[config.mk]
export PLATFORM = sky130hd
export DESIGN_NAME = i2c_phase_timer
export DESIGN_NICKNAME = d
export VERILOG_FILES = /design/src/hdl/i2c_ctrl_pkg.sv /design/src/hdl/i2c_phase_timer.sv
export SDC_FILE = /design/constraint.sdc
export NUM_CORES = 1
export LEC_CHECK = 0
export BUFFER_PORTS_ARGS = -buffer_cell sky130_fd_sc_hd__buf_4
export CAP_MARGIN = 10
export CORE_AREA = 2 2 39 41
export DETAILED_ROUTE_END_ITERATION = 16
export DIE_AREA = 0 0 41 43
export MAX_ROUTING_LAYER = met4
export PLACE_DENSITY = 0.5
export SYNTH_ARGS = -nofsm -noshare
export SYNTH_HDL_FRONTEND = slang
export SYNTH_SLANG_ARGS = --single-unit
[constraint.sdc]
create_clock -name clock -period 2.92 [get_ports clock]
set_input_delay 0.146 -clock clock [delete_from_list [all_inputs] [get_ports clock]]
set_output_delay 0.146 -clock clock [all_outputs]
set_load 0.02 [all_outputs]
[src/hdl/i2c_ctrl_pkg.sv]
// Controller-internal definitions, not visible on the bus
package i2c_ctrl_pkg;

    // Divider width; one phase tick every 2**phase_div_bits clocks
    localparam int phase_div_bits = 7;

    typedef logic [phase_div_bits-1:0] phase_count_t;

    // Transaction FSM states
    typedef enum logic [3:0] {
        st_start1,      // Bus idle or repeated START setup, both lines high
        st_start2,      // SDA falls with SCL high, then SCL falls
        st_write_data,  // Eight bits out, MSB first
        st_write_ack,   // SDA released, slave ACK sampled
        st_write_wait,  // Paused, next byte to send is loaded here
        st_read_data,   // Eight bits in
        st_read_ack,    // Master ACK, or NAK on the last byte
        st_read_wait,   // Paused between read bytes
        st_stop1,       // SDA low while SCL low
        st_stop2,       // SCL rises
        st_stop3,       // SDA rises with SCL high -> STOP
        st_restart1     // Prepares both lines for a repeated START
    } ctrl_state_t;

endpackage

[src/hdl/i2c_phase_timer.sv]
`timescale 1ns/1ps

// Divides the system clock down to the SCL phase rate
module i2c_phase_timer (
    input  logic clock,
    input  logic reset,
    input  logic run,    // Count only while a transfer is active
    input  logic clear,  // Restart the phase, one pulse per trigger
    output logic tick    // One cycle per half SCL period
);
    import i2c_ctrl_pkg::*;

    phase_count_t phase_count;  // Free-running divider
    logic         msb_now;      // Counter MSB this cycle
    logic         msb_prev;     // MSB as seen one counting step earlier

    assign msb_now = phase_count[phase_div_bits-1];

    always_ff @(posedge clock) begin
        if (reset) begin
            phase_count <= '0;
            msb_prev    <= 1'b0;
        end else if (clear) begin
            // Fresh phase for every byte so the first tick is half a period out
            phase_count <= '0;
            msb_prev    <= 1'b0;
        end else if (run) begin
            phase_count <= phase_count + 1'b1;
            msb_prev    <= msb_now;
        end
    end

    // Rising edge of the MSB; counter is frozen when not running
    assign tick = run & msb_now & ~msb_prev;

endmodule

Yosys cells after proc, flatten, opt, wreduce, memory -nomap -nowiden
Index checks and enable logic that the tools add are counted.
- add/sub/neg operators: 1
- bitwise gates (word level): 3
- reductions and logical operators: 1
- operator list (cell ; number):
    adder 7 x 1 -> 7 bit, second input constant ; 1
    AND 1 bit ; 2
    OR reduction 2 bit ; 1
    NOT 1 bit ; 1
- register bits after elaboration: 8
- input bits: 4
- output and inout port bits: 1

Logic depth before layout (Yosys ltp)
- word-level depth: 2
- depth in mapped cells: 4

Least setup slack after synthesis
OpenSTA, ideal clock, no wires.
- path type: register to register
- start point: register phase_count[0]
- end point: register phase_count[6]
- setup time: 70 ps
- data arrival time: 1016 ps
- path slack: 1833 ps
- stages on the path, launching flop included: 5
- cell sequence: dfxtp_1 > ha_1 > nand2_1 > or3_1 > a21oi_1
- longest elaborated chain between the ends: 1
- RTL lines (what ; RTL line ; source):
    from (decl) ; i2c_phase_timer.sv:13 ; phase_count_t phase_count;
    from (signal assigned) ; i2c_phase_timer.sv:28 ; phase_count <= phase_count + 1'b1;
    adder 7 x 1 -> 7 bit ; i2c_phase_timer.sv:28 ;
Every way passes these cells.
A chain may end at the register's enable or synchronous reset.

Final worst setup path
Ends and elaborated chain as after synthesis.

==> metrics.md <==
| Metric | Value |
|---|---|
| Status | `finished, final reports clean` |
| Vias | `approximately 250` |
| Element type at the critical path end | `register` |
| Critical Path End | `phase_count[6]` |
| Worst Setup SP | `phase_count[0]` |
| First-pass GRT wire length | `~950 um` |
| Mux share of post-synthesis cell area | `0.0571` |
| I/O Pins | `5` |
| Placement Rows | `14` |
| Post-synthesis simple-gate area fraction | `0.250` |
| Crit path launch type | `register` |
| Setup WS post-layout | `1740 ps` |
| Post-synthesis cell type count | `16` |
| Die ar. | `~1800 um2` |
| Worst R2R Setup Slack | `1740 ps` |
| Reg-to-Reg Start | `phase_count[0]` |
| Buffers on Ports | `4` |
| Non-filler cells, final | `58` |
| Critical Path RT | `just over 3000 ps` |
| Final WL | `~530 um` |
| Area of the multi-input gates | `around 180 um2` |
| H-tree levels | `1` |
| Pin count of the biggest net entering global routing | `9` |
| Synth cell count leaders | `8 x dfxtp_1, 6 x nor2_1, 3 x nand2_1, 3 x xor2_1` |
| Post-route ant nets | `0` |
| # setup viols final | `0` |
| Placed Cells | `55` |
| Worst Clk Skew | `roughly 6.7 ps` |
| Register area | `160 um2` |
| Worst-path clk slew | `50 ps` |
| Critical Path AT | `between 1000 and 1500 ps` |
| DR pass1 iterations | `4` |
| VDD IR max | `between 150 and 200 uV` |
| Adder-cell share of the synthesized area | `0.0357` |
| Max Clock Freq | `roughly 850 MHz` |
| Layout cells sized above 1 | `0.238` |
| Yosys warnings | `0` |
| P_leak | `0.166 nW` |
| Drt via density | `between 4 and 5` |
| Largest family of logic cells by synthesized area | `simple AND/OR/NAND/NOR gates` |
| Overall routing resource usage | `0.0869` |
| Final period util | `0.405` |
| Cell accounting for the most synthesized area | `dfxtp_1` |
| Num CTS Buffers | `3` |
| Area after DPL | `385 um2` |
| RSZ-0062 raised after global routing | `no` |
| Core region area | `approximately 1400 um2` |
| Antenna Cells | `0` |
| Post-route setup TNS | `0 ps` |
| Vias in the first global route | `roughly 240` |
| Minimum clock period after layout | `about 1200 ps` |
| RD Place Congestion | `~0.67` |
| Syn Inst Count | `37` |
| Reg2Reg Depth | `4` |
| Syn_area_per_cell | `9.47 um2` |
| Post-Syn Area | `350 um2` |
| Syn_nets | `42` |
| Final nets | `just under 50` |
| Hold_buf cts | `0` |
| Die H | `~43 um` |
| Slew HR | `0.885` |
| Congestion Overflow GR | `0` |
| Xor and xnor area share after synthesis | `0.100` |
| Post-Place Setup Slack | `~1800 ps` |
| CTS tree | `built` |
| Die width | `slightly above 40 um` |
| Main synth FF type | `dfxtp_1` |
| Initial antenna violation count | `0` |
| EDFF count, synth | `0` |
| Clk_lat worst skew | `about 260 ps` |
| Initial Util | `0.253` |
| Setup Buffers After CTS | `0` |
| Hold WS | `about 210 ps` |
| Least-Margin Pin Slew | `between 150 and 200 ps` |
| Final Hold Vio Count | `0` |
| Synth area leaders | `dfxtp_1 46%, xor2_1 7.5%, nor2_1 6.4%` |
| Count leader, synth | `dfxtp_1` |
| HP Class | `in2reg` |
| Cell Pwr Density | `approximately 500 nW/um2` |
| Post-synth ARST share | `0` |
| DP HPWL | `approximately 390 um` |
| Worst Path Class, Setup | `reg2reg` |
| Maximum buffer depth of the clock tree | `2` |
| Reg-to-reg endpoint | `phase_count[6]` |
| CTS Sinks | `8` |
| Area Overhead vs Synth | `16.4%` |
| Root buf cell | `clkbuf_4` |
| Slew Limit Fails | `0` |
| Yosys top cell area share | `0.457` |
| Fillers | `roughly 150` |
| Max Cap Viol | `0` |
| Crit path max fanout | `4` |
| Post-synthesis compound-gate area fraction | `0.0571` |
| CTS resizes | `0` |
| Design area | `around 400 um2` |
| Seq/Total Area, Yosys | `0.457` |
| DR DRC count | `0` |
| Synthesized flop and latch total | `8` |
| Wire per inst | `approximately 9 um` |
| Initial DRC count | `4` |
metal layers:
| metal | vias up | part of all wire | global-route usage |
|---|---|---|---|
| li1 | 136 | - | - |
| met2 | 8 | 0.44 | 0.100 |
| met4 | 0 | 0.051 | 0.100 |
| met5 | - | 0 | - |
| met1 | 106 | 0.46 | 0.101 |
| met3 | 3 | 0.051 | 0.0314 |
cell usage in the layout, fill, tap and decap left out, drive strengths merged:
cell type and n:
a21oi 2, buf 4, or2 1, dfxtp 8
o21ai 2, mux2i 2, ha 1, nand4 3
clkbuf 3, nand2 3, and3b 1, or3 2
xor2 3, xnor2 1, nor2 6
kinds of logic (layout without fill, tap and decap cells):
logic type / count (synthesis) / in the layout
simple gates: 16 / 16
mux: 2 / 2
buf+inv: 2 / 7
xor+xnor: 4 / 4
fa+ha+maj: 1 / 1
compound gates: 4 / 4
flops: 8 / 8
sequential cells by signal, indices dropped and copies added (netlist names):
signal       count
msb_prev         1
phase_count      7
stage by stage:
step / utilization / power [mW]
floorplan: - / 0.121
global placement: 0.278 / 0.124
detailed placement: 0.278 / 0.124
CTS: 0.295 / 0.210
global route: 0.295 / 0.214
finish: 0.295 / 0.205
worst max-delay path, stage by stage, from the launching register on:
cell and delay, ps:
dfxtp_1 380, ha_1 220, nand2_1 70, or3_1 310, a21oi_1 140
cell type report:
class / count / area share
flip-flops and latches: 8 / 0.393
repair buffers: 4 / 0.0736
clock buffers: 3 / 0.0552
well taps: 16 / 0.0491
multi-input cells: 27 / 0.429
how the worst min path moves through the flow:
stage	startpoint	to	slack [ps]	cells past startpoint
after detailed placement	msb_prev	msb_prev	470	2
after floorplan	run	phase_count[0]	420	3
after global placement	msb_prev	msb_prev	470	2
after global routing	run	phase_count[0]	240	3
final	run	msb_prev	210	3
after CTS	run	msb_prev	210	3
power breakdown:
group          switching (mW)  internal (mW)
Combinational         0.00472        0.00526
Sequential            0.00104          0.110
Clock                  0.0369         0.0470
Total                  0.0426          0.163
Note: power is estimated with default switching activity, not from simulation.
