==> config.mk <==
export PLATFORM = sky130hd
export DESIGN_NAME = i2c_byte_shifter
export DESIGN_NICKNAME = d
export VERILOG_FILES = /design/src/hdl/i2c_bus_pkg.sv /design/src/hdl/i2c_byte_shifter.sv
export SDC_FILE = /design/constraint.sdc
export NUM_CORES = 1
export LEC_CHECK = 0
export BUFFER_PORTS_ARGS = -buffer_cell sky130_fd_sc_hd__buf_4
export CAP_MARGIN = 15
export CORE_MARGIN = 1
export CORE_UTILIZATION = 49
export DETAILED_ROUTE_END_ITERATION = 10
export PLACE_DENSITY = 0.75
export SETUP_SLACK_MARGIN = 0.3
export SYNTH_ARGS = -nofsm -noshare
export SYNTH_HDL_FRONTEND = slang
export SYNTH_SLANG_ARGS = --single-unit
==> constraint.sdc <==
create_clock -name clock -period 1.7 [get_ports clock]
set_input_delay 0.17 -clock clock [delete_from_list [all_inputs] [get_ports clock]]
set_output_delay 0.17 -clock clock [all_outputs]
set_load 0.03 [all_outputs]
==> src/hdl/i2c_bus_pkg.sv <==
// I2C protocol types shared by the controller datapath and the bus side
package i2c_bus_pkg;

    // 7-bit slave address as sent in the first byte
    typedef logic [6:0] slave_addr_t;

    // One byte on the wire, address plus R/W or a data byte
    typedef logic [7:0] i2c_byte_t;

    // Bits left to move in the current byte, 0 to 8
    typedef logic [3:0] bit_count_t;

    // SDA level in the ninth clock
    localparam logic ack_level = 1'b0;  // Receiver pulls SDA low
    localparam logic nak_level = 1'b1;  // SDA left released, pulled up

endpackage

==> src/hdl/i2c_byte_shifter.sv <==
`timescale 1ns/1ps

// Byte serialiser for the transmit side, deserialiser for reads
module i2c_byte_shifter (
    input  logic                   clock,
    input  logic                   reset,
    input  logic                   load,       // Take load_byte, arm eight bits
    input  i2c_bus_pkg::i2c_byte_t load_byte,
    input  logic                   shift,      // One bit done, SCL going low
    input  logic                   capture,    // Store sda_in on this shift
    input  logic                   sda_in,     // Resolved SDA pin
    output logic                   tx_bit,     // Bit to put on SDA, MSB first
    output logic                   last_bit,   // One bit still to go
    output i2c_bus_pkg::i2c_byte_t read_data   // Assembled read byte
);
    import i2c_bus_pkg::*;

    i2c_byte_t  shift_reg;  // Outgoing byte, moves left on each shift
    bit_count_t bit_count;  // Bits left in the byte
    logic [2:0] bit_index;  // Position of the bit being finished

    assign bit_index = 3'(bit_count - 1'b1);

    // Bit counter is the only control state here
    always_ff @(posedge clock) begin
        if (reset) begin
            bit_count <= '0;
        end else if (load) begin
            bit_count <= bit_count_t'(8);
        end else if (shift) begin
            bit_count <= bit_count - 1'b1;
        end
    end

    // Transmit data path
    always_ff @(posedge clock) begin
        if (load) begin
            shift_reg <= load_byte;
        end else if (shift) begin
            shift_reg <= {shift_reg[6:0], 1'b0};  // Next bit into MSB
        end
    end

    // Receive data path, one bit per shift while reading
    always_ff @(posedge clock) begin
        if (shift && capture) begin
            read_data[bit_index] <= sda_in;  // Sampled while SCL still high
        end
    end

    assign tx_bit   = shift_reg[7];
    assign last_bit = (bit_count == bit_count_t'(1));

endmodule

* After elaboration in Yosys (flattened, before gate mapping) *
Index checks and enable logic that the tools add are counted.

word-level totals
  register bits = 20
  input port bits = 14
  output and inout bits = 10
  logic and storage cells = 19

operators by class
  $add $sub $neg = 1
  magnitude comparators = 2
  equal/unequal tests = 1
  muxes and demuxes = 7
  reduce and logical (&&, ||, !) cells = 4

operators by type and width
  cell                 count
  $mux 8               2
  $bwmux 8             1
  $mux 4               2
  $eq 4x1->1 const B   1
  $lt 3x4->1 const B   1
  $sub 4x1->4 const B  1
  $demux 1 s3          1
  $ge 3x1->1 const B   1
  $logic_and 1x1->1    2
  $reduce_bool 2->1    1
  $reduce_or 2->1      1
  $mux 1               1

* Longest topological paths before layout *
Gate-level depths: netlist of the first run.

  depth in word-level cells = 6
  mapped depth = 5
  mapped depth without buffers = 5

* Least setup slack after synthesis of the first run *
No wires, ideal clock.

  kind = flip-flop to output port
  start point = register bit_count[0]
  end point = output last_bit
  arrival time = 1.360 ns
  required time = 1.530 ns
  setup slack = 0.170 ns
  stages on the path, launching flop included = 3
  cell sequence = dfxtp_1 ha_1 nor3b_1

on the way
  word-level cells in the longest chain between the ends = 1

ends and longest elaborated chain
  element                 RTL line                text
  start, declared         i2c_byte_shifter.sv:19  bit_count_t bit_count;
  start signal, assigned  i2c_byte_shifter.sv:29  bit_count <= bit_count_t'(8);
  start signal, assigned  i2c_byte_shifter.sv:31  bit_count <= bit_count - 1'b1;
  $eq 4x1->1              i2c_byte_shifter.sv:52  assign last_bit = (bit_count == bit_count_t'(1));
  end, declared           i2c_byte_shifter.sv:13  output logic last_bit,

No other way between the ends.

==> flow_metrics.env, run 1 <==
export IMPL_placed_cells=110
export IMPL_final_cells=117
export IMPL_synth_compound_area_share_pct=1.54
export IMPL_crit_end="read_data[3]$_DFFE_PP_"
export IMPL_p_sw_w=0.000219
export IMPL_fp_coreArea_sq_um=1730
export IMPL_hold_path_class="input pin to flop"
export IMPL_r2r_cells=5
export IMPL_swShare_pct=22.1
export IMPL_synth_largest_area_cell="edfxtp_1"
export IMPL_placed_area_sq_um=1070
export IMPL_routedWlPerCell_um=11.4
export IMPL_grt_max_degree=14
export IMPL_post_route_drc_count=0
export IMPL_globalRouteMet2Util_pct=26.8
export IMPL_min_period_ns=1.39
export IMPL_p_int_w=0.000771
export IMPL_p_seq_share_pct=58.3
export IMPL_vias=569
export IMPL_setup_tns_ns=0
export IMPL_clock_sinks=20
export IMPL_synth_cell_type_count=22
export IMPL_r2r_end="read_data[3]$_DFFE_PP_"
export IMPL_wl_um=1330
export IMPL_htreeDepth=1
export IMPL_finalCritPeriodShare_pct=81.9
export IMPL_muxShareOfSynthArea_pct=8.82
export IMPL_grtUsageTotal_pct=14.6
export IMPL_busiest_layer="met2"
export IMPL_synth_top_family_by_area="simple AND/OR/NAND/NOR gates"
export IMPL_ir_worst_vdd_mv=0.543
export IMPL_yosys_area_share_adder_pct=2.80
export IMPL_critPathLaunchType="flop"
export IMPL_grt_pass1_vias=527
export IMPL_dieHeight_um=44.7
export IMPL_p_leak_nw=0.463
export IMPL_synth_avg_cell_area_sq_um=13.7
export IMPL_worst_slack_ns=0.308
export IMPL_cts_inserted_buffers=3
export IMPL_report_final_slew_viol_count=0
export IMPL_antenna_found_initial=0
export IMPL_rows=15
export IMPL_drt_pass1_iter_count=4
export IMPL_rsz0062_at_grt="yes"
export IMPL_drive_above_1_share_pct=50.0
export IMPL_arrival_ns=1.39
export IMPL_r2r_slack_ns=0.31
export IMPL_p_clk_share_pct=26.9
export IMPL_gp_congestion=0.800
export IMPL_syn_nets=81
export IMPL_startpoint="bit_count[0]$_SDFFE_PP0P_"
export IMPL_clock_root_buffer="clkbuf_4"
export IMPL_grt_pass1_wl_um=2070
export IMPL_outcome="completed"
export IMPL_fin_area_sq_um=1150
export IMPL_pwr_share_comb_pct=14.8
export IMPL_synth_xor_area_share_pct=4.90
export IMPL_layout_common_cells="26 x buf_4, 16 x edfxtp_1, 9 x nor2_1"
export IMPL_clk_pin_slew_ns=0.11
export IMPL_synth_area_top_cells="edfxtp_1 54%, dfxtp_1 9.0%, mux2_2 8.8%, nor2_1 3.8%, xnor2_1 2.9%"
export IMPL_cts_path_max_buffers=2
export IMPL_dpl_hpwl_um=957
export IMPL_layout_nets=109
export IMPL_vias_per_cell=4.86
export IMPL_end_kind="flop"
export IMPL_worstPathRequired_ns=1.70
export IMPL_holdWs_ns=0.0472
export IMPL_cts_hold_buffers=0
export IMPL_fp_dieArea_sq_um=2000
export IMPL_place_ws_ns=0.198
export IMPL_maxCapViolCount=0
export IMPL_io_pins=24
export IMPL_fp_dieW_um=44.7
export IMPL_use_met1_pct=15.2
export IMPL_final_common_cell="buf_4"
export IMPL_drtIter0Drc=18
export IMPL_hold_viol=0
export IMPL_synthDominantCellAreaShare_pct=53.8
export IMPL_yosysWarnings=0
export IMPL_r2r_start="bit_count[0]$_SDFFE_PP0P_"
export IMPL_netlist_area_sq_um=893
export IMPL_critPathMaxFanout=7
export IMPL_synth_seq_cells=20
export IMPL_clk_latency_ns=0.29
export IMPL_cts_tree="built"
export IMPL_synthSimpleGateAreaFrac_pct=14.6
export IMPL_ant_nets=0
export IMPL_worstMarginPinSlew_ns=0.383
export IMPL_area_growth_syn_to_layout_pct=29.1
export IMPL_fillers=139
export IMPL_antennaDiodeCount=0
export IMPL_crit_type="flop to flop"
export IMPL_io_buffers=23
export IMPL_synth_cells=65
export IMPL_synth_seq_area_share_pct=62.7
export IMPL_p_per_area_nw_per_um2=858
export IMPL_setup_viol=0
export IMPL_initial_core_util_pct=51.7
export IMPL_final_setup_skew_ns=0.00738
export IMPL_globalRouteMet3Util_pct=2.80
export IMPL_fmax_mhz=718
export IMPL_slew_headroom_pct=73.8
export IMPL_overflow=0
-- worst min path at each step --
stage               startpoint                   endpoint  slack, ns  cells after the start
finish                   reset  bit_count[0]$_SDFFE_PP0P_       0.05                      2
global route             reset  bit_count[0]$_SDFFE_PP0P_       0.05                      2
CTS                      reset  bit_count[0]$_SDFFE_PP0P_       0.04                      2
detailed placement       reset  bit_count[0]$_SDFFE_PP0P_       0.36                      2
global placement         reset  bit_count[0]$_SDFFE_PP0P_       0.36                      2
floorplan                reset  bit_count[3]$_SDFFE_PP0P_       0.24                      1
-- cells in the mapped netlist --
| cell type | instances |
|---|---|
| a2111oi_0 | 1 |
| a21oi_1 | 1 |
| and2_1 | 1 |
| buf_4 | 1 |
| buf_6 | 2 |
| dfxtp_1 | 4 |
| edfxtp_1 | 16 |
| ha_1 | 2 |
| inv_1 | 3 |
| mux2_2 | 7 |
| nand2_1 | 4 |
| nand2b_1 | 1 |
| nand4_1 | 1 |
| nand4b_1 | 1 |
| nor2_1 | 9 |
| nor2b_1 | 1 |
| nor3_1 | 2 |
| nor3b_1 | 1 |
| nor4b_4 | 1 |
| or2_2 | 1 |
| xnor2_1 | 3 |
| xor2_1 | 2 |
-- critical path, cell delays in order, from the launching register on --
cell,delay (ns)
dfxtp_4,0.40
inv_1,0.05
ha_2,0.22
xnor2_2,0.18
nand2_1,0.11
nor2_1,0.15
-- per-layer routing --
layer / share of wire [%] / wire length [um]
met1: 40 / 531
met2: 53 / 708
met3: 6.2 / 82
met4: 0.75 / 10
met5: 0 / 0
-- layout make-up --
cell class / count / area [sq um] / share of cell area, %
timing repair buffer: 26 / 195 / 16.9
clock buffer: 4 / 36.3 / 3.15
tap: 25 / 31.3 / 2.71
inverter: 3 / 11.3 / 0.976
multi-input combinational: 39 / 314 / 27.2
sequential: 20 / 566 / 49.0
-- repair_timing --
item / 4_1_cts / 5_1_grt
endpoints found under the setup margin: 8 / 6
buffers inserted: 1 / 2
resized for setup: 5 / 1
-- power by group through the flow --
stage	sequential, W	clock, W	combinational, W
floorplan	0.000595	0	0.0000812
global route	0.000581	0.000287	0.000159
CTS	0.000578	0.000274	0.000139
finish	0.000577	0.000266	0.000147
global placement	0.000588	0	0.000128
detailed placement	0.000589	0	0.000130
-- cells by family after synthesis --
family                   count (synthesis)
AND/OR/NAND/NOR                         23
flip-flops                              20
multiplexers                             7
buffers and inverters                    6
XOR/XNOR                                 5
AO/OA/AOI/OAI                            2
adder cells (fa/ha/maj)                  2
-- metrics by stage --
step | util [%] | total power, W
2_1_floorplan | - | 0.000676
3_3_place_gp | 62.2 | 0.000716
3_5_place_dp | 62.2 | 0.000720
4_1_cts | 65.9 | 0.000991
5_1_grt | 66.8 | 0.00103
6_report | 66.8 | 0.000990
Note: power is estimated with default switching activity, not from simulation.
==> run 2: changes to the inputs <==
==> constraint.sdc (replaced) <==
create_clock -name clock -period 1.3 [get_ports clock]
set_input_delay 0.13 -clock clock [delete_from_list [all_inputs] [get_ports clock]]
set_output_delay 0.13 -clock clock [all_outputs]
set_load 0.03 [all_outputs]
==> run 2 against run 1 <==
Against the previous run:
- the run now ends with setup timing left
- sequential cell count unchanged
- register-to-register slack got worse by 0.43 ns
- non-clock buffer count increased by 6
- critical path depth increased by 1
- clock skew decreased by 0.0060 ns
- first-iteration DRC count decreased by 67%
- utilization increased by 9.9 points
- cell count increased by 5.1%
- hold slack got worse by 0.026 ns
- highest routed layer unchanged
- cell area increased by 15%
==> flow_metrics.env, run 2 (synthesis gave the netlist of run 1 again) <==
export IMPL_outcome="finished, violations left"
export IMPL_critPathLaunchType="flop"
export IMPL_gp_congestion=0.750
export IMPL_placed_area_sq_um=1130
export IMPL_ir_worst_vdd_mv=0.827
export IMPL_min_period_ns=1.42
export IMPL_htreeDepth=1
export IMPL_final_setup_skew_ns=0.00133
export IMPL_hold_path_class="input pin to flop"
export IMPL_vias_per_cell=5.02
export IMPL_drt_pass1_iter_count=3
export IMPL_critPathMaxFanout=3
export IMPL_fillers=111
export IMPL_dieHeight_um=44.7
export IMPL_holdPathEnd="bit_count[1]$_SDFFE_PP0P_"
export IMPL_fp_dieW_um=44.7
export IMPL_area_growth_syn_to_layout_pct=48.3
export IMPL_finalCritPeriodShare_pct=109
export IMPL_report_final_slew_viol_count=0
export IMPL_highest_layer="met4"
export IMPL_drtIter0Drc=6
export IMPL_r2r_slack_ns=-0.12
export IMPL_wirelength_met1_um=646
export IMPL_dpl_hpwl_um=1050
export IMPL_routedWlPerCell_um=13.7
export IMPL_crit_slowest_cell="dfxtp_4"
export IMPL_cp_slowest_stage_delay_ns=0.37
export IMPL_rsz0062_at_grt="yes"
export IMPL_arrival_ns=1.44
export IMPL_clock_root_buffer="clkbuf_4"
export IMPL_clock_sinks=20
export IMPL_r2r_end="read_data[7]$_DFFE_PP_"
export IMPL_ant_nets=0
export IMPL_slew_headroom_pct=85.0
export IMPL_fp_dieArea_sq_um=2000
export IMPL_initial_core_util_pct=51.7
export IMPL_cts_tree="built"
export IMPL_r2r_start="bit_count[0]$_SDFFE_PP0P_"
export IMPL_hold_viol=0
export IMPL_vias=617
export IMPL_post_route_drc_count=0
export IMPL_holdWs_ns=0.0215
export IMPL_grtUsageTotal_pct=18.2
export IMPL_p_leak_nw=0.511
export IMPL_p_per_area_nw_per_um2=1010
export IMPL_cts_inserted_buffers=3
export IMPL_layout_common_cells="19 x buf_4, 16 x edfxtp_1, 13 x buf_6"
export IMPL_grt_max_degree=14
export IMPL_critPathBufInv=2
export IMPL_layout_nets=115
export IMPL_rows=15
export IMPL_wl_met3_um=51
export IMPL_io_pins=24
export IMPL_path_delay_family="flip-flops"
export IMPL_worstMarginPinSlew_ns=0.224
export IMPL_hold_depth=2
export IMPL_grt_pass1_vias=622
export IMPL_violations="setup timing"
export IMPL_clk_pin_slew_ns=0.11
export IMPL_cts_path_max_buffers=2
export IMPL_fp_coreArea_sq_um=1730
export IMPL_end_kind="flop"
export IMPL_setup_viol=9
export IMPL_final_common_cell="buf_4"
export IMPL_overflow=0
export IMPL_grt_pass1_wl_um=2480
export IMPL_wl_um=1690
export IMPL_maxCapViolCount=0
export IMPL_worstPathRequired_ns=1.32
export IMPL_wl_met2_um=927
export IMPL_min_from="reset"
export IMPL_antenna_found_initial=0
export IMPL_io_buffers=23
export IMPL_r2r_cells=6
export IMPL_crit_type="flop to flop"
export IMPL_clk_latency_ns=0.30
export IMPL_drive_above_1_share_pct=61.2
export IMPL_cp_cell_sequence="buf_6, inv_4, ha_4, xor2_4, nand2_1, nor2_1"
export IMPL_antennaDiodeCount=0
export IMPL_fin_area_sq_um=1330
export IMPL_fmax_mhz=703
export IMPL_worst_slack_ns=-0.122
run 2: changes by cell type in the layout (fill, tap and decap cells not counted), moves of 2 or more:
cell and change:
nor2_2 +2, nor2_1 -3, nand2_2 +2, buf_4 -7, ha_4 +2, nand2_1 -2
buf_6 +13
run 2: stage by stage:
stage                     cells  setup TNS (ns)  power [W]  worst slack (ns)  utilization (%)
final                       123          -0.459    0.00133            -0.122             76.7
after global routing        123          -0.829    0.00138            -0.158             76.7
after CTS                   121          -0.272    0.00128           -0.0493             70.9
after detailed placement    113               0   0.000965            0.0574             65.3
after global placement      113               0   0.000957            0.0796             65.3
after floorplan              65               0   0.000898            0.0721                -
run 2: worst max path at each step:
| stage | start | endpoint | cells after the start |
|---|---|---|---|
| global route | bit_count[0]$_SDFFE_PP0P_ | read_data[7]$_DFFE_PP_ | 6 |
| detailed placement | bit_count[0]$_SDFFE_PP0P_ | read_data[7]$_DFFE_PP_ | 5 |
| floorplan | bit_count[0]$_SDFFE_PP0P_ | read_data[5]$_DFFE_PP_ | 5 |
| global placement | bit_count[1]$_SDFFE_PP0P_ | read_data[2]$_DFFE_PP_ | 4 |
| finish | bit_count[0]$_SDFFE_PP0P_ | read_data[7]$_DFFE_PP_ | 6 |
| CTS | bit_count[0]$_SDFFE_PP0P_ | read_data[7]$_DFFE_PP_ | 6 |
run 2: routing by layer:
layer,global-route usage (%),vias to the layer above
met5,0,-
met4,9.70,0
met3,3.60,8
met2,35.3,19
met1,17.7,298
li1,-,292
run 2: worst reg2reg max path: stages (launching register included):
cell and delay (ns):
dfxtp_4 0.37, buf_6 0.11, inv_4 0.05, ha_4 0.19, xor2_4 0.17, nand2_1 0.10
nor2_1 0.16
run 2: what timing repair did:
action                     CTS  global route
setup endpoints to repair   11            21
setup buffers                4             2
pin swaps                   10             9
hold buffers                 0             0
gates resized for setup     11            18
run 2: power breakdown:
group	switching, W	internal [W]	leakage, nW
registers	0.0000201	0.000734	0.189
logic	0.000124	0.000150	0.306
clock network	0.000193	0.000112	0.0154
total	0.000337	0.000996	0.511
run 2: area by class of cell:
class,instances,area [sq um],share of cell area (%)
Sequential cell,20,569,43.0
Multi-Input combinational cell,39,395,29.8
Timing Repair Buffer,32,289,21.8
Tap cell,25,31.3,2.36
Clock buffer,3,22.5,1.70
Inverter,3,13.8,1.04
Clock inverter,1,3.75,0.283
==> run 3: changes to the inputs <==
==> constraint.sdc (replaced) <==
create_clock -name clock -period 1.8 [get_ports clock]
set_input_delay 0.18 -clock clock [delete_from_list [all_inputs] [get_ports clock]]
set_output_delay 0.18 -clock clock [all_outputs]
set_load 0.03 [all_outputs]
==> run 3 against run 2 <==
Against the previous run:
- the flow now finishes without violations
- critical path depth decreased by 1
- sequential cell count unchanged
- utilization decreased by 13 points
- sequential share of layout area increased by 8.3 points
- via count decreased by 13%
- wire length decreased by 24%
- hold slack improved by 0.043 ns
- critical endpoint is now read_data[5]$_DFFE_PP_
- largest power group unchanged
==> flow_metrics.env, run 3 (synthesis gave the netlist of run 1 again) <==
export IMPL_cts_setup_buffers=0
export IMPL_end_kind="flop"
export IMPL_finalCritPeriodShare_pct=80.6
export IMPL_layout_nets=106
export IMPL_fillers=142
export IMPL_drt_pass1_iter_count=4
export IMPL_io_buffers=23
export IMPL_grt_pass1_vias=491
export IMPL_fp_dieW_um=44.7
export IMPL_post_route_drc_count=0
export IMPL_wl_um=1280
export IMPL_outcome="completed"
export IMPL_fmax_mhz=690
export IMPL_place_ws_ns=0.217
export IMPL_clk_pin_slew_ns=0.10
export IMPL_cp_slowest_stage_delay_ns=0.41
export IMPL_layout_common_cells="23 x buf_4, 16 x edfxtp_1, 9 x nor2_1"
export IMPL_placed_cells=110
export IMPL_antennaDiodeCount=0
export IMPL_fp_coreArea_sq_um=1730
export IMPL_dpl_hpwl_um=903
export IMPL_crit_slowest_cell="dfxtp_4"
export IMPL_hold_path_class="input pin to flop"
export IMPL_hold_viol=0
export IMPL_vias_per_cell=4.72
export IMPL_grt_max_degree=14
export IMPL_grtUsageTotal_pct=14.4
export IMPL_ir_worst_vdd_mv=0.535
export IMPL_cp_cell_sequence="inv_1, ha_1, xor2_1, nand2_1, nor2_1"
export IMPL_dieHeight_um=44.7
export IMPL_worstMarginPinSlew_ns=0.347
export IMPL_cts_tree="built"
export IMPL_fp_dieArea_sq_um=2000
export IMPL_worst_slack_ns=0.350
export IMPL_slew_headroom_pct=76.3
export IMPL_area_growth_syn_to_layout_pct=23.5
export IMPL_clock_sinks=20
export IMPL_final_cells=114
export IMPL_grt_pass1_wl_um=1980
export IMPL_cts_resized_gates=1
export IMPL_setup_tns_ns=0
export IMPL_clock_root_buffer="clkbuf_4"
export IMPL_routedWlPerCell_um=11.2
export IMPL_report_final_slew_viol_count=0
export IMPL_crit_type="flop to flop"
export IMPL_vias=538
export IMPL_cts_hold_buffers=0
export IMPL_io_pins=24
export IMPL_p_per_area_nw_per_um2=793
export IMPL_final_common_cell="buf_4"
export IMPL_cts_path_max_buffers=2
export IMPL_rsz0062_at_grt="yes"
export IMPL_gp_congestion=0.761
export IMPL_maxCapViolCount=0
export IMPL_rows=15
export IMPL_clk_latency_ns=0.29
export IMPL_critPathLaunchType="flop"
export IMPL_p_leak_nw=0.435
export IMPL_cts_inserted_buffers=3
export IMPL_drtIter0Drc=9
export IMPL_worstPathRequired_ns=1.82
export IMPL_ant_nets=0
export IMPL_overflow=0
export IMPL_drive_above_1_share_pct=42.7
export IMPL_setup_viol=0
export IMPL_initial_core_util_pct=51.7
export IMPL_antenna_found_initial=0
export IMPL_critPathMaxFanout=7
export IMPL_final_setup_skew_ns=0.00111
export IMPL_holdWs_ns=0.0650
export IMPL_min_period_ns=1.45
export IMPL_arrival_ns=1.47
export IMPL_htreeDepth=1
==> run 3: cell types whose count changed in the layout (fill, tap and decap cells not counted), sizes merged <==
| cell | previous run | this run |
|---|---|---|
| buf | 32 | 23 |
==> run 3: worst paths after layout <==
check                             from                        end  slack, ns  cells past startpoint
max          bit_count[0]$_SDFFE_PP0P_     read_data[5]$_DFFE_PP_       0.35                      5
min                              reset  bit_count[0]$_SDFFE_PP0P_       0.06                      2
max reg2reg  bit_count[0]$_SDFFE_PP0P_     read_data[5]$_DFFE_PP_       0.35                      5
min reg2reg  bit_count[1]$_SDFFE_PP0P_  bit_count[1]$_SDFFE_PP0P_       0.52                      2
==> run 3: report_power, final <==
group          switching (W)  internal, W  total, W  leakage (nW)
Combinational      0.0000585    0.0000641  0.000123         0.231
Clock               0.000127    0.0000806  0.000207        0.0154
Sequential         0.0000141     0.000531  0.000545         0.189
Total               0.000199     0.000675  0.000875         0.435
==> run 3: stage by stage <==
step	utilization (%)	cell area [sq um]	power (W)
floorplan	-	898	0.000638
global placement	62.1	1070	0.000676
detailed placement	62.1	1070	0.000678
CTS	63.7	1100	0.000887
global route	63.9	1100	0.000919
finish	63.9	1100	0.000875
==> run 3: cell type report <==
type	count	area [sq um]	area share, %
clock buffers	3	22.5	2.04
inverters	3	11.3	1.02
multi-input cells	39	297	26.9
clock inverters	1	3.75	0.340
repair buffers	23	173	15.6
flip-flops and latches	20	566	51.2
well taps	25	31.3	2.83
==> run 3: critical path: cells and delay by family, from the launching register on <==
| kind | cells | cell delay, ns |
|---|---|---|
| flip-flops | 1 | 0.41 |
| XOR/XNOR | 1 | 0.24 |
| adder cells (fa/ha/maj) | 1 | 0.24 |
| buffers and inverters | 1 | 0.05 |
| AND/OR/NAND/NOR | 2 | 0.24 |
==> run 3: metal layers <==
metal,track usage (%),vias to the layer above,share of wire [%]
li1,-,276,-
met1,16.2,242,43
met2,24.1,16,50
met3,4.00,4,5.1
met4,9.09,0,1.6
met5,0,-,0
