## src/hdl/i2c_bus_pkg.sv

```systemverilog
// I2C protocol types shared by the controller datapath and the bus side
package i2c_bus_pkg;

    // 7-bit slave address as sent in the first byte
    typedef logic [6:0] slave_addr_t;

    // One byte on the wire, address plus R/W or a data byte
    typedef logic [7:0] i2c_byte_t;

    // Bits left to move in the current byte, 0 to 8
    typedef logic [3:0] bit_count_t;

    // SDA level in the ninth clock
    localparam logic ack_level = 1'b0;  // Receiver pulls SDA low
    localparam logic nak_level = 1'b1;  // SDA left released, pulled up

endpackage

```

## src/hdl/i2c_ctrl_pkg.sv

```systemverilog
// Controller-internal definitions, not visible on the bus
package i2c_ctrl_pkg;

    // Divider width; one phase tick every 2**phase_div_bits clocks
    localparam int phase_div_bits = 7;

    typedef logic [phase_div_bits-1:0] phase_count_t;

    // Transaction FSM states
    typedef enum logic [3:0] {
        st_start1,      // Bus idle or repeated START setup, both lines high
        st_start2,      // SDA falls with SCL high, then SCL falls
        st_write_data,  // Eight bits out, MSB first
        st_write_ack,   // SDA released, slave ACK sampled
        st_write_wait,  // Paused, next byte to send is loaded here
        st_read_data,   // Eight bits in
        st_read_ack,    // Master ACK, or NAK on the last byte
        st_read_wait,   // Paused between read bytes
        st_stop1,       // SDA low while SCL low
        st_stop2,       // SCL rises
        st_stop3,       // SDA rises with SCL high -> STOP
        st_restart1     // Prepares both lines for a repeated START
    } ctrl_state_t;

endpackage

```

## src/hdl/i2c_controller.sv

```systemverilog
`timescale 1ns/1ps

// I2C master transaction FSM, one state step per phase tick
module i2c_controller (
    input  logic                     clock,
    input  logic                     reset,
    input  logic                     trigger,     // Start or continue
    input  logic                     restart,     // Next transfer opens with a repeated START
    input  logic                     last_byte,   // Current byte ends the transfer
    input  i2c_bus_pkg::slave_addr_t address,
    input  logic                     read_write,  // 0 write, 1 read
    input  i2c_bus_pkg::i2c_byte_t   write_data,
    input  logic                     tick,        // Phase step from the timer
    input  logic                     tx_bit,
    input  logic                     last_bit,
    input  logic                     sda_in,
    output logic                     busy,
    output logic                     ack_error,   // SDA level seen in the write ACK slot
    output logic                     scl_out,     // 1 releases the pin
    output logic                     sda_out,     // Ditto
    output logic                     load,
    output i2c_bus_pkg::i2c_byte_t   load_byte,
    output logic                     shift,
    output logic                     capture
);
    import i2c_bus_pkg::*;
    import i2c_ctrl_pkg::*;

    ctrl_state_t state;
    logic        running;    // Transfer in progress, gates the timer
    logic        pause_req;  // Drop running on the next clock
    logic        flip;       // Half-bit phase, 0 raises SCL, 1 lowers it
    logic        in_data;    // Eight-bit data states

    assign busy    = running;
    assign in_data = (state == st_write_data) || (state == st_read_data);

    // Shifter strobes follow the tick directly so the shifter moves on the
    // same edge as the FSM; SDA is sampled before SCL actually falls
    assign shift   = tick & flip & in_data;
    assign capture = (state == st_read_data);
    assign load    = tick & (((state == st_start2) & flip)
                             | (state == st_write_wait)
                             | (state == st_read_wait));

    // Address byte carries the R/W flag in the LSB
    assign load_byte = (state == st_start2) ? {address, read_write} : write_data;

    always_ff @(posedge clock) begin
        if (reset) begin
            running <= 1'b0;
        end else if (pause_req) begin
            running <= 1'b0;  // Wait for the host's next trigger
        end else if (trigger) begin
            running <= 1'b1;
        end
    end

    always_ff @(posedge clock) begin
        if (reset) begin
            state     <= st_start1;
            flip      <= 1'b0;
            pause_req <= 1'b0;
            scl_out   <= 1'b1;  // Bus released
            sda_out   <= 1'b1;
            ack_error <= 1'b0;
        end else begin
            pause_req <= 1'b0;

            // SDA only moves while SCL is low, a clock after the falling step
            if (!scl_out) begin
                case (state)
                    st_write_data: sda_out <= tx_bit;
                    st_write_ack,
                    st_write_wait,
                    st_read_data,
                    st_read_wait:  sda_out <= nak_level;  // Let the slave drive
                    st_read_ack:   sda_out <= last_byte ? nak_level : ack_level;
                    default: ;
                endcase
            end

            if (restart) begin
                state <= st_restart1;  // Only pulsed while idle
            end else if (tick) begin
                case (state)
                    st_start1: begin
                        scl_out <= 1'b1;
                        sda_out <= 1'b1;
                        flip    <= 1'b0;
                        state   <= st_start2;
                    end

                    st_start2: begin
                        if (!flip) begin
                            sda_out <= 1'b0;  // START, SCL still high
                            flip    <= 1'b1;
                        end else begin
                            scl_out <= 1'b0;  // Address byte loaded on this step
                            flip    <= 1'b0;
                            state   <= st_write_data;
                        end
                    end

                    st_write_data: begin
                        scl_out <= ~flip;
                        flip    <= ~flip;
                        if (flip && last_bit) begin
                            state <= st_write_ack;
                        end
                    end

                    st_write_ack: begin
                        scl_out <= ~flip;
                        flip    <= ~flip;
                        if (flip) begin
                            ack_error <= sda_in;  // SCL still high here
                            if (last_byte) begin
                                state <= st_stop1;
                            end else begin
                                pause_req <= 1'b1;
                                // Address byte decides the direction of what follows
                                state <= read_write ? st_read_wait : st_write_wait;
                            end
                        end
                    end

                    st_write_wait: state <= st_write_data;  // Next byte loaded now

                    st_read_data: begin
                        scl_out <= ~flip;
                        flip    <= ~flip;
                        if (flip && last_bit) begin
                            state <= st_read_ack;
                        end
                    end

                    st_read_ack: begin
                        scl_out <= ~flip;
                        flip    <= ~flip;
                        if (flip) begin
                            if (last_byte) begin
                                state <= st_stop1;
                            end else begin
                                pause_req <= 1'b1;
                                state     <= st_read_wait;
                            end
                        end
                    end

                    st_read_wait: state <= st_read_data;  // Rearm the bit count

                    st_stop1: begin
                        scl_out <= 1'b0;
                        sda_out <= 1'b0;
                        state   <= st_stop2;
                    end

                    st_stop2: begin
                        scl_out <= 1'b1;
                        state   <= st_stop3;
                    end

                    st_stop3: begin
                        sda_out   <= 1'b1;  // STOP, bus free again
                        pause_req <= 1'b1;
                        state     <= st_start1;
                    end

                    st_restart1: begin
                        // Park SCL low with SDA released before the new START
                        scl_out <= 1'b0;
                        sda_out <= 1'b1;
                        state   <= st_start1;
                    end

                    default: state <= st_start1;
                endcase
            end
        end
    end

endmodule

```

## config.mk

```make
export PLATFORM = sky130hd
export DESIGN_NAME = i2c_controller
export DESIGN_NICKNAME = d
export VERILOG_FILES = /design/src/hdl/i2c_bus_pkg.sv /design/src/hdl/i2c_ctrl_pkg.sv /design/src/hdl/i2c_controller.sv
export SDC_FILE = /design/constraint.sdc
export NUM_CORES = 1
export LEC_CHECK = 0
export ABC_AREA = 0
export BUFFER_PORTS_ARGS = -buffer_cell sky130_fd_sc_hd__buf_4
export CAP_MARGIN = 20
export CORE_UTILIZATION = 48
export DETAILED_ROUTE_END_ITERATION = 12
export GPL_ROUTABILITY_DRIVEN = 0
export PLACE_DENSITY = 0.79
export SETUP_SLACK_MARGIN = 0.02
export SLEW_MARGIN = 20
export SYNTH_ARGS = -nofsm -noshare
export SYNTH_HDL_FRONTEND = slang
export SYNTH_SLANG_ARGS = --single-unit
export TNS_END_PERCENT = 30
```

## constraint.sdc

```tcl
create_clock -name clock -period 1.7 [get_ports clock]
set_input_delay 0 -clock clock [delete_from_list [all_inputs] [get_ports clock]]
set_output_delay 0 -clock clock [all_outputs]
set_load 0.01 [all_outputs]
```

### Word level (Yosys, flattened, before mapping)

Cells that the tools add are included.

| word-level totals | value |
|---|---|
| register bits | 10 |
| bits in latches | 0 |
| RAM bits | 0 |
| memory bits (read-only) | 0 |
| bits of input ports | 25 |
| logic and storage cells | 84 |
| memories | 0 |

| cells by class | value |
|---|---|
| $add $sub $neg | 0 |
| multiply operators | 0 |
| div/mod/pow operators | 0 |
| order comparisons | 0 |
| equal/unequal tests | 21 |
| shift-type cells | 0 |
| muxes and demuxes | 26 |
| bitwise logic cells | 9 |
| reduce and logical (&&, ||, !) cells | 20 |

Operator list:

| cell | count |
|---|---|
| one-hot mux 4 bit (10 select lines) | 1 |
| two-way mux 4 bit | 9 |
| == test 4 x 3 -> 1 bit (second input constant) | 4 |
| == test 4 bit (second input constant) | 4 |
| AND reduction 6 bit | 2 |
| OR reduction 2 bit | 5 |
| two-way mux 1 bit | 9 |
| inequality test 3 bit (second input constant) | 3 |
| one-hot mux 1 bit (3 select lines) | 3 |
| == test 4 x 2 -> 1 bit (second input constant) | 2 |
| two-way mux 8 bit | 1 |
| AND reduction 4 bit | 2 |
| OR reduction 4 bit | 2 |
| inequality test 2 bit (second input constant) | 3 |
| inequality test 3 x 2 -> 1 bit (second input constant) | 2 |
| OR reduction 3 bit | 2 |
| AND 1 bit | 4 |
| == test 4 x 1 -> 1 bit (second input constant) | 1 |
| logical NOT 4 bit | 1 |
| inequality test 2 x 1 -> 1 bit (second input constant) | 2 |
| one-hot mux 1 bit (4 select lines) | 1 |
| nonzero test 4 bit | 1 |
| inverter 1 bit | 3 |
| AND reduction 3 bit | 1 |
| other kinds (7) | 8 |

### Longest topological paths before layout

Gate-level depths: netlist (run 1).

| logic depth | value |
|---|---|
| depth after elaboration | 8 |
| gate-level depth with buffers | 7 |
| mapped depth without buffers | 5 |

### Worst setup path after synthesis (run 1)

No wires, ideal clock.

| timing | value |
|---|---|
| path type | register -> register |
| from | register state[0] |
| to | register scl_out |
| arrival time | 1.302 ns |
| required time | 1.571 ns |
| path slack | 0.269 ns |
| cell stages (with the launch flop) | 7 |
| buffers on the path | 1 |
| clock period less this slack | 1.431 ns |
| cells stage by stage | dfxtp_1 -> buf_6 -> mux2_4 -> a221oi_2 -> o21ai_1 -> a2111oi_2 -> a21oi_1 |

| on the way | value |
|---|---|
| cells in the longest elaborated chain, start to end | 4 |
| elaborated cells on any way between the ends | 16 |
| classes of those cells | eq/ne: 9; mux: 1; reduce/logical: 6 |

Ends and longest elaborated chain:

| item | line | source |
|---|---|---|
| start, declared | i2c_controller.sv:29 | `ctrl_state_t state;` |
| start signal, assigned | i2c_controller.sv:61 | `state <= st_start1;` |
| start signal, assigned | i2c_controller.sv:84 | `state <= st_restart1;` |
| start signal, assigned | i2c_controller.sv:91 | `state <= st_start2;` |
| == test 4 x 3 -> 1 bit (tied with other cells) | i2c_controller.sv:86 | `case (state)` |
| OR reduction 4 bit (no line) / OR reduction 2 bit (equally long branches) | -- |  |
| nonzero test 4 bit (no line) | -- |  |
| AND reduction 4 bit (no line) | -- |  |
| end signal, assigned | i2c_controller.sv:106 | `scl_out <= ~flip;` |
| end signal, assigned | i2c_controller.sv:114 | `scl_out <= ~flip;` |
| end signal, assigned | i2c_controller.sv:131 | `scl_out <= ~flip;` |
| end, declared | i2c_controller.sv:19 | `output logic scl_out,` |

Several ways; a longest one is shown, not always the timed one.
A chain may end at the register's enable or synchronous reset.

### Final worst setup path (run 1)

Same ends and word-level chain as after synthesis.

==> metrics.yaml, run 1 <==
timing:
  finalSetupTns_ns: -0.0491
  skew_ns: 0.000837
  hold_viol: 0
  report.final.slew_viol_count: 0
  maxSlewHeadroom_pct: 71.7
  fmax_mhz: 572
  worstMarginPinSlew_ns: 0.414
  post-route-min-period_ns: 1.75
  setup_viol_count_final: 1
  setup_ws_ns: -0.0491
  period_share_pct: 103
  rsz0062_at_grt: "true"
routing:
  ant_nets: 0
  drt-pass1-iter-count: 4
  dr_wl_met3_um: 212
  wl_met2_um: 1620
  wire_per_inst_um: 15.2
  viasPerCell: 5.78
  num_vias: 1231
  dr.first_iter.drc_count: 45
  routed_wl_um: 3230
  drcViolationCount: 0
  met1_length_um: 1340
  top_layer: "met4"
place:
  dp.cells: 196
  post-place-ws_ns: -0.0186
  io_buffers: 39
  dp_hpwl_um: 2090
synth:
  synth.avg_cell_area_um2: 7.69
  ys_seq_elements: 10
  yosysWarnings: 0
  syn_area_um2: 1000
  syn_inst: 130
  yosysSeqAreaShare_pct: 20.0
  synth_cell_types: 43
  syn_nets: 155
critical_path:
  critPathRequiredTime_ns: 1.84
  crit_arrival_ns: 1.89
  crit_family: "compound AO/OA/AOI/OAI gates"
  crit_path_end_kind: "register"
  crit_start: "state[0]$_SDFFE_PP0P_"
  reg2reg_to: "scl_out$_SDFFE_PP1P_"
  reg2reg_depth: 6
  r2r-start: "state[0]$_SDFFE_PP0P_"
  path_cells: "buf_4 -> mux2_4 -> a221oi_2 -> o21ai_1 -> a2111oi_2 -> a21oi_1"
  cp_slowest_cell: "dfxtp_4"
  cp.depth: 6
  worstSetupStartpointType: "register"
  path_class: "reg2reg"
  r2r_setup_slack_ns: -0.05
  slowest_delay_ns: 0.41
  crit_buf_inv: 1
  path_max_fanout: 5
cts:
  clock_sinks: 10
  numCtsBuffers: 3
  clockBufferDepth: 2
  clkLatencyLatePin_ns: 0.26
  cts_root_buf: "clkbuf_4"
  cts_max_level: 1
  path_clk_slew_ns: 0.07
  cts_tree: "yes"
pwr:
  power_density_nw_per_um2: 642
  ir_worst_vdd_v: 0.000478
  cellLeakagePower_nw: 0.664
cells_and_area:
  final.fill_count: 135
  nets: 212
  multi_input_area_um2: 748
  final_cells: 213
  final_common_cell: "buf_4"
  mostFrequentLayoutCells: "buf_4, nor2_1, a21oi_1, o21ai_0, mux2_2"
  diodes: 0
  area_growth_pct: 55.2
  drive_gt1_share_pct: 45.7
  regArea_um2: 216
grt:
  grt_pass1_vias: 1030
  grt_usage_pct: 28.0
  grt_max_degree: 16
  grt_pass1_wl_um: 4490
  antenna_found_initial: 0
  gr-total-overflow: 0
floorplanning:
  rows: 16
  start_util_pct: 51.0
  dieArea_um2: 2270
  core_area_um2: 1960
  fp.dieH_um: 47.6
  die_x_um: 47.6
  io_pins: 40
min_path:
  hold_end: "pause_req$_SDFF_PP0_"
  hold_depth: 3
  hold_path_class: "in2reg"
  holdCritStartpoint: "tick"
job:
  maxCapViolations: 0
outcome:
  violations: "negative setup slack"
  status: "finished, violations left"
[routing by layer]
layer	track usage, %	vias up
met2	49.3	51
li1	-	598
met4	13.9	0
met5	0	-
met1	33.9	575
met3	2.64	7
[cell type report]
type | count | area share, %
multi-input combinational | 106 | 48.2
tap | 27 | 2.18
sequential | 10 | 14.0
inverter | 3 | 0.726
clock buffer | 4 | 2.34
timing repair buffer | 63 | 32.6
[stage by stage]
stage / total power [mW] / area, um^2 / hold WS, ns / utilization, %
6_report: 0.996 / 1550 / 0.0814 / 79.1
3_5_place_dp: 0.687 / 1350 / 0.220 / 68.8
3_3_place_gp: 0.678 / 1350 / 0.211 / 68.8
2_1_floorplan: 0.533 / 1000 / 0.0793 / -
5_1_grt: 1.05 / 1550 / 0.0873 / 79.1
4_1_cts: 0.935 / 1460 / 0.0645 / 74.6
[worst reg2reg max path: cells and delay by family (launching register included)]
| kind | cells | cell delay [ns] |
|---|---|---|
| flops | 1 | 0.41 |
| mux | 1 | 0.30 |
| compound gates | 4 | 0.77 |
| buf+inv | 1 | 0.15 |
[where the power goes]
part / switching (mW) / internal, mW / leakage, nW
sequential: 0.0325 / 0.253 / 0.0850
clock: 0.0861 / 0.130 / 0.0210
combinational: 0.224 / 0.270 / 0.558
[state kept, by name, summed over array words and instances, names as in the netlist]
signal     cells
busy           1
sda_out        1
pause_req      1
ack_error      1
flip           1
state          4
scl_out        1
[logic make-up after synthesis]
kind of cell / synth area share [%]
multiplexers: 12.5
AND/OR/NAND/NOR: 32.0
XOR/XNOR: 1.75
AO/OA/AOI/OAI: 25.3
buffers and inverters: 8.39
flip-flops: 20.0
[synthesized netlist by cell type (all sizes together)]
master / n / area, um^2
mux2: 9 / 105
o41ai: 1 / 16.3
clkbuf: 1 / 3.75
and3: 1 / 6.26
or3: 2 / 12.5
a22oi: 1 / 7.51
o22ai: 2 / 12.5
nand3b: 3 / 22.5
a21boi: 1 / 7.51
nor4: 2 / 12.5
a221oi: 1 / 15.0
mux2i: 2 / 20.0
xor2: 2 / 17.5
nand2b: 8 / 50.1
a211oi: 2 / 15.0
buf: 10 / 68.8
o21ai: 12 / 60.1
inv: 3 / 11.3
a31oi: 1 / 6.26
and4: 1 / 8.76
o221ai: 2 / 17.5
nor3: 7 / 46.3
nand3: 1 / 5.00
and2: 1 / 6.26
nand2: 5 / 18.8
o211a: 1 / 10.0
nor4b: 2 / 17.5
nand4b: 1 / 8.76
nor2: 16 / 60.1
or3b: 2 / 17.5
dfxtp: 10 / 200
nor3b: 2 / 15.0
a2111oi: 2 / 23.8
a21oi: 10 / 53.8
nor2b: 2 / 12.5
o21a: 1 / 7.51
[timing repair]
item                                    4_1_cts  5_1_grt
pin swaps                                     1        2
endpoints found under the setup margin       15       10
gates resized for setup                       7        8
buffers inserted                              2        7
hold buffers                                  4        0
endpoints found under the hold margin         4        0
[how the worst max path moves through the flow]
| stage | endpoint | slack (ns) |
|---|---|---|
| 3_3_place_gp | scl_out$_SDFFE_PP1P_ | 0.08 |
| 6_report | scl_out$_SDFFE_PP1P_ | -0.05 |
| 4_1_cts | load_byte[2] | 0.02 |
| 3_5_place_dp | scl_out$_SDFFE_PP1P_ | -0.02 |
| 5_1_grt | scl_out$_SDFFE_PP1P_ | -0.12 |
| 2_1_floorplan | scl_out$_SDFFE_PP1P_ | 0.27 |
(Power assumes the default switching activity.)
==> run 2: changes to the inputs <==
==> constraint.sdc (replaced) <==
create_clock -name clock -period 1.67 [get_ports clock]
set_input_delay 0 -clock clock [delete_from_list [all_inputs] [get_ports clock]]
set_output_delay 0 -clock clock [all_outputs]
set_load 0.01 [all_outputs]
==> run 2 against run 1 <==
  * Total power is 5.2% higher
  * Die area stayed put
  * Core utilization is 2.2 points higher
  * Via count is 3.7% higher
  * Combinational power is 5.5% higher
  * Wire length is 5.7% higher
  * Worst setup slack better by 0.079 ns
  * The run now ends clean
  * Non-clock buffer count is 1 lower
  * Global-route usage is 0.50 points lower
==> metrics.yaml, run 2 (same netlist as run 1, synthesis figures left out) <==
min_path:
  hold_path_class: "in2reg"
  holdCritStartpoint: "tick"
  hold_end: "pause_req$_SDFF_PP0_"
  hold_depth: 3
routing:
  drcViolationCount: 0
  num_vias: 1277
  routed_wl_um: 3420
  drt-pass1-iter-count: 4
  viasPerCell: 6.02
  dr.first_iter.drc_count: 33
  wire_per_inst_um: 16.1
  ant_nets: 0
floorplanning:
  fp.dieH_um: 47.6
  die_x_um: 47.6
  rows: 16
  io_pins: 40
  core_area_um2: 1960
  dieArea_um2: 2270
  start_util_pct: 51.0
critical_path:
  worstSetupStartpointType: "register"
  r2r_setup_slack_ns: 0.06
  reg2reg_depth: 7
  path_class: "reg2out"
  crit_path_end_kind: "output pin"
  reg2reg_to: "scl_out$_SDFFE_PP1P_"
  path_max_fanout: 7
  crit_arrival_ns: 1.64
  critPathRequiredTime_ns: 1.67
  r2r-start: "state[3]$_SDFFE_PP0P_"
cells_and_area:
  final_common_cell: "buf_4"
  nets: 211
  final.fill_count: 137
  diodes: 0
  area_growth_pct: 59.6
  mostFrequentLayoutCells: "buf_4, nor2_1, buf_6"
  regMostFlops: "state"
  drive_gt1_share_pct: 45.4
  utilization_pct: 81.3
  largest_reg_flops: 4
timing:
  post-route-min-period_ns: 1.64
  maxSlewHeadroom_pct: 74.6
  whs_ns: 0.0804
  period_share_pct: 98.2
  report.final.slew_viol_count: 0
  worstMarginPinSlew_ns: 0.375
  rsz0062_at_grt: "true"
  skew_ns: 0.00501
  hold_viol: 0
  setup_viol_count_final: 0
  fmax_mhz: 610
cts:
  path_clk_slew_ns: 0.07
  clkLatencyLatePin_ns: 0.28
  cts_tree: "yes"
  numCtsBuffers: 3
  clock_sinks: 10
  cts_max_level: 1
  clockBufferDepth: 2
  cts_root_buf: "clkbuf_4"
place:
  dp_hpwl_um: 2120
  io_buffers: 39
pwr:
  ir_worst_vdd_v: 0.000518
  finalPower_mw: 1.05
  cellLeakagePower_nw: 0.690
  power_density_nw_per_um2: 657
outcome:
  status: "completed"
job:
  maxCapViolations: 0
grt:
  gr-total-overflow: 0
  grt_max_degree: 16
  antenna_found_initial: 0
  grt_pass1_vias: 1010
  grt_usage_pct: 27.5
  grt_pass1_wl_um: 4400
==> run 2: changes by cell type in the layout (fill, tap and decap cells not counted), sizes merged <==
cell  before  now
buf       59   58
==> run 2: final cells by class <==
class,instances,area [um^2],share of cell area [%]
multi-input cells,106,771,48.3
repair buffers,62,527,33.0
flip-flops and latches,10,216,13.6
clock buffers,4,36.3,2.27
well taps,27,33.8,2.12
inverters,3,11.3,0.706
==> run 2: how the worst max path moves through the flow <==
stage                     startpoint                    to  slack, ns  cells after the start
2_1_floorplan  state[0]$_SDFFE_PP0P_  scl_out$_SDFFE_PP1P_       0.24                      6
3_3_place_gp   state[2]$_SDFFE_PP0P_  scl_out$_SDFFE_PP1P_       0.03                      5
3_5_place_dp   state[2]$_SDFFE_PP0P_  scl_out$_SDFFE_PP1P_      -0.08                      5
4_1_cts        state[3]$_SDFFE_PP0P_          load_byte[2]       0.02                      5
5_1_grt        state[3]$_SDFFE_PP0P_  scl_out$_SDFFE_PP1P_      -0.02                      7
6_report       state[1]$_SDFFE_PP0P_          load_byte[3]       0.03                      5
==> run 2: timing repair <==
| item | CTS | global route |
|---|---|---|
| hold buffers | 4 | 0 |
| cloned | 0 | 0 |
| resized for setup | 8 | 23 |
| pin swaps | 1 | 3 |
| buffers inserted | 3 | 4 |
| hold endpoints to repair | 5 | 0 |
| setup endpoints to repair | 14 | 13 |
==> run 2: worst max-delay path: stages, from the launching register on <==
cell and delay (ns):
dfxtp_4 0.37, nand2b_4 0.16, nor3_4 0.23, buf_6 0.14
mux2_2 0.34, buf_6 0.12
==> run 2: stage by stage <==
stage	setup TNS (ns)	instances	setup slack (ns)	area [um^2]
global placement	0	197	0.0278	1360
detailed placement	-0.0824	197	-0.0824	1360
floorplan	0	130	0.239	1000
CTS	0	208	0.0223	1470
finish	0	212	0.0295	1600
global route	-0.0207	212	-0.0207	1600
==> run 2: metal layers <==
metal	part of all wire [%]	wire [um]	global-route usage, %	vias to the layer above
li1	-	-	-	595
met1	38	1310	33.4	611
met4	1.4	49	8.89	0
met5	0	0	0	-
met3	6.5	221	5.28	7
met2	54	1840	48.8	64
==> run 2: power breakdown <==
group / internal [mW] / total (mW) / switching [mW]
logic: 0.289 / 0.522 / 0.233
registers: 0.258 / 0.294 / 0.0369
clock network: 0.133 / 0.231 / 0.0979
total: 0.679 / 1.05 / 0.368
==> run 3: changes to the inputs <==
--- a/config.mk
+++ b/config.mk
@@ -8,10 +8,11 @@
 export ABC_AREA = 0
 export BUFFER_PORTS_ARGS = -buffer_cell sky130_fd_sc_hd__buf_4
 export CAP_MARGIN = 20
-export CORE_UTILIZATION = 48
+export CORE_UTILIZATION = 50
+export CTS_BUF_LIST = sky130_fd_sc_hd__clkbuf_8
 export DETAILED_ROUTE_END_ITERATION = 12
 export GPL_ROUTABILITY_DRIVEN = 0
-export PLACE_DENSITY = 0.79
+export PLACE_DENSITY = 0.82
 export SETUP_SLACK_MARGIN = 0.02
 export SLEW_MARGIN = 20
 export SYNTH_ARGS = -nofsm -noshare
==> run 3 against run 2 <==
  * Worst hold slack got worse by 0.068 ns
  * Sequential power about the same
  * Non-clock buffer count is 6 lower
  * Total power is 6.7% lower
  * Global-route usage rose by 0.87 points
  * Sequential share of layout area up 0.69 points
  * Clock skew decreased by 0.0018 ns
  * Clock-buffer cell count decreased by 1
  * Combinational power down 17%
  * Register-to-register slack improved by 0.05 ns
==> metrics.yaml, run 3 (same netlist as run 1, synthesis figures left out) <==
cells_and_area:
  drive_gt1_share_pct: 43.3
  diodes: 0
  largest_reg_flops: 4
  regMostFlops: "state"
  utilization_pct: 80.3
  area_growth_pct: 44.8
  final_cells: 203
  final_common_cell: "buf_4"
  nets: 205
  mostFrequentLayoutCells: "buf_4, nor2_1, a21oi_1, o21ai_0, mux2_2"
routing:
  routed_wl_um: 2900
  wire_per_inst_um: 14.3
  drt-pass1-iter-count: 4
  dr.first_iter.drc_count: 38
  num_vias: 1188
  viasPerCell: 5.85
  ant_nets: 0
  drcViolationCount: 0
grt:
  grt_pass1_vias: 1092
  grtUsageMet1_pct: 29.0
  grt_max_degree: 18
  grt_usage_pct: 28.4
  use_met2_pct: 55.8
  grtUsageMet3_pct: 4.31
  antenna_found_initial: 0
  gr-total-overflow: 0
  grt_pass1_wl_um: 4420
  busiest_layer: "met2"
floorplanning:
  fp.dieH_um: 46.7
  io_pins: 40
  start_util_pct: 55.5
  core_area_um2: 1800
  dieArea_um2: 2180
  die_x_um: 46.7
  rows: 15
timing:
  post-route-min-period_ns: 1.64
  fmax_mhz: 610
  setup_viol_count_final: 0
  skew_ns: 0.00325
  period_share_pct: 98.2
  report.final.slew_viol_count: 0
  worstMarginPinSlew_ns: 0.411
  rsz0062_at_grt: "true"
  maxSlewHeadroom_pct: 72.6
  hold_viol: 0
place:
  io_buffers: 39
  dp_hpwl_um: 2140
  dp.cells: 198
cts:
  clockBufferDepth: 2
  cts_max_level: 1
  cts_tree: "yes"
  path_clk_slew_ns: 0.05
  cts_root_buf: "clkbuf_8"
  clkLatencyLatePin_ns: 0.24
  clock_sinks: 10
  numCtsBuffers: 3
job:
  maxCapViolations: 0
pwr:
  ir_worst_vdd_v: 0.000550
  cellLeakagePower_nw: 0.617
  power_density_nw_per_um2: 675
critical_path:
  worstSetupStartpointType: "register"
  crit_arrival_ns: 1.64
  critPathRequiredTime_ns: 1.67
  cp_slowest_cell: "dfxtp_1"
  crit_family: "simple AND/OR/NAND/NOR gates"
  slowest_delay_ns: 0.36
  path_max_fanout: 8
  path_class: "reg2out"
  path_cells: "nand2b_2 -> nor3_4 -> buf_12 -> mux2_2 -> buf_4"
  crit_path_end_kind: "output pin"
  crit_buf_inv: 2
min_path:
  hold_path_class: "in2reg"
outcome:
  status: "completed"
run 3: report_power, final:
part           switching (mW)  total [mW]  internal [mW]  leakage, nW
clock network          0.0956       0.254          0.158       0.0216
logic                   0.199       0.432          0.232        0.512
registers              0.0345       0.291          0.257       0.0834
total                   0.329       0.977          0.647        0.617
run 3: worst reg2reg max path: cells and delay by family (launching register included):
kind	cells	cell delay (ns)
flops	1	0.37
simple gates	3	0.45
compound gates	2	0.45
buf+inv	1	0.17
run 3: routing by layer:
layer | vias to the layer above | part of all wire (%)
li1 | 575 | -
met1 | 551 | 38
met2 | 56 | 52
met3 | 6 | 7.7
met4 | 0 | 1.5
met5 | - | 0
run 3: path summary, 6_finish.rpt:
kind                            slack [ns]                     end  depth (start not counted)                  start
worst max-delay path                  0.03            load_byte[3]                          5  state[1]$_SDFFE_PP0P_
worst min-delay path                  0.01  ack_error$_SDFFE_PP0P_                          3                 sda_in
worst max register to register        0.11   state[3]$_SDFFE_PP0P_                          6  state[0]$_SDFFE_PP0P_
worst min register to register        0.40       busy$_SDFFE_PP0P_                          1   pause_req$_SDFF_PP0_
run 3: what timing repair did:
item | 4_1_cts | 5_1_grt
pin swaps | 1 | 0
hold endpoints to repair | 1 | 0
resized for setup | 3 | 3
buffers inserted | 1 | 0
hold buffers | 1 | 0
endpoints found under the setup margin | 12 | 12
run 3: final cells by class:
type                       count  area [um^2]
clock buffer                   3         41.3
timing repair buffer          56          435
tap                           25         31.3
inverter                       3         11.3
sequential                    10          206
multi-input combinational    106          722
fill                         131          354
run 3: through the flow:
stage	setup WS [ns]	hold WS [ns]	area (um^2)	setup TNS, ns	power, mW
global route	-0.0158	0.0137	1450	-0.0895	1.03
finish	0.0305	0.0123	1450	0	0.977
CTS	0.0131	0.00185	1440	0	0.971
global placement	0.0659	0.207	1360	0	0.691
floorplan	0.239	0.0793	1000	0	0.543
detailed placement	0.0194	0.215	1360	0	0.700
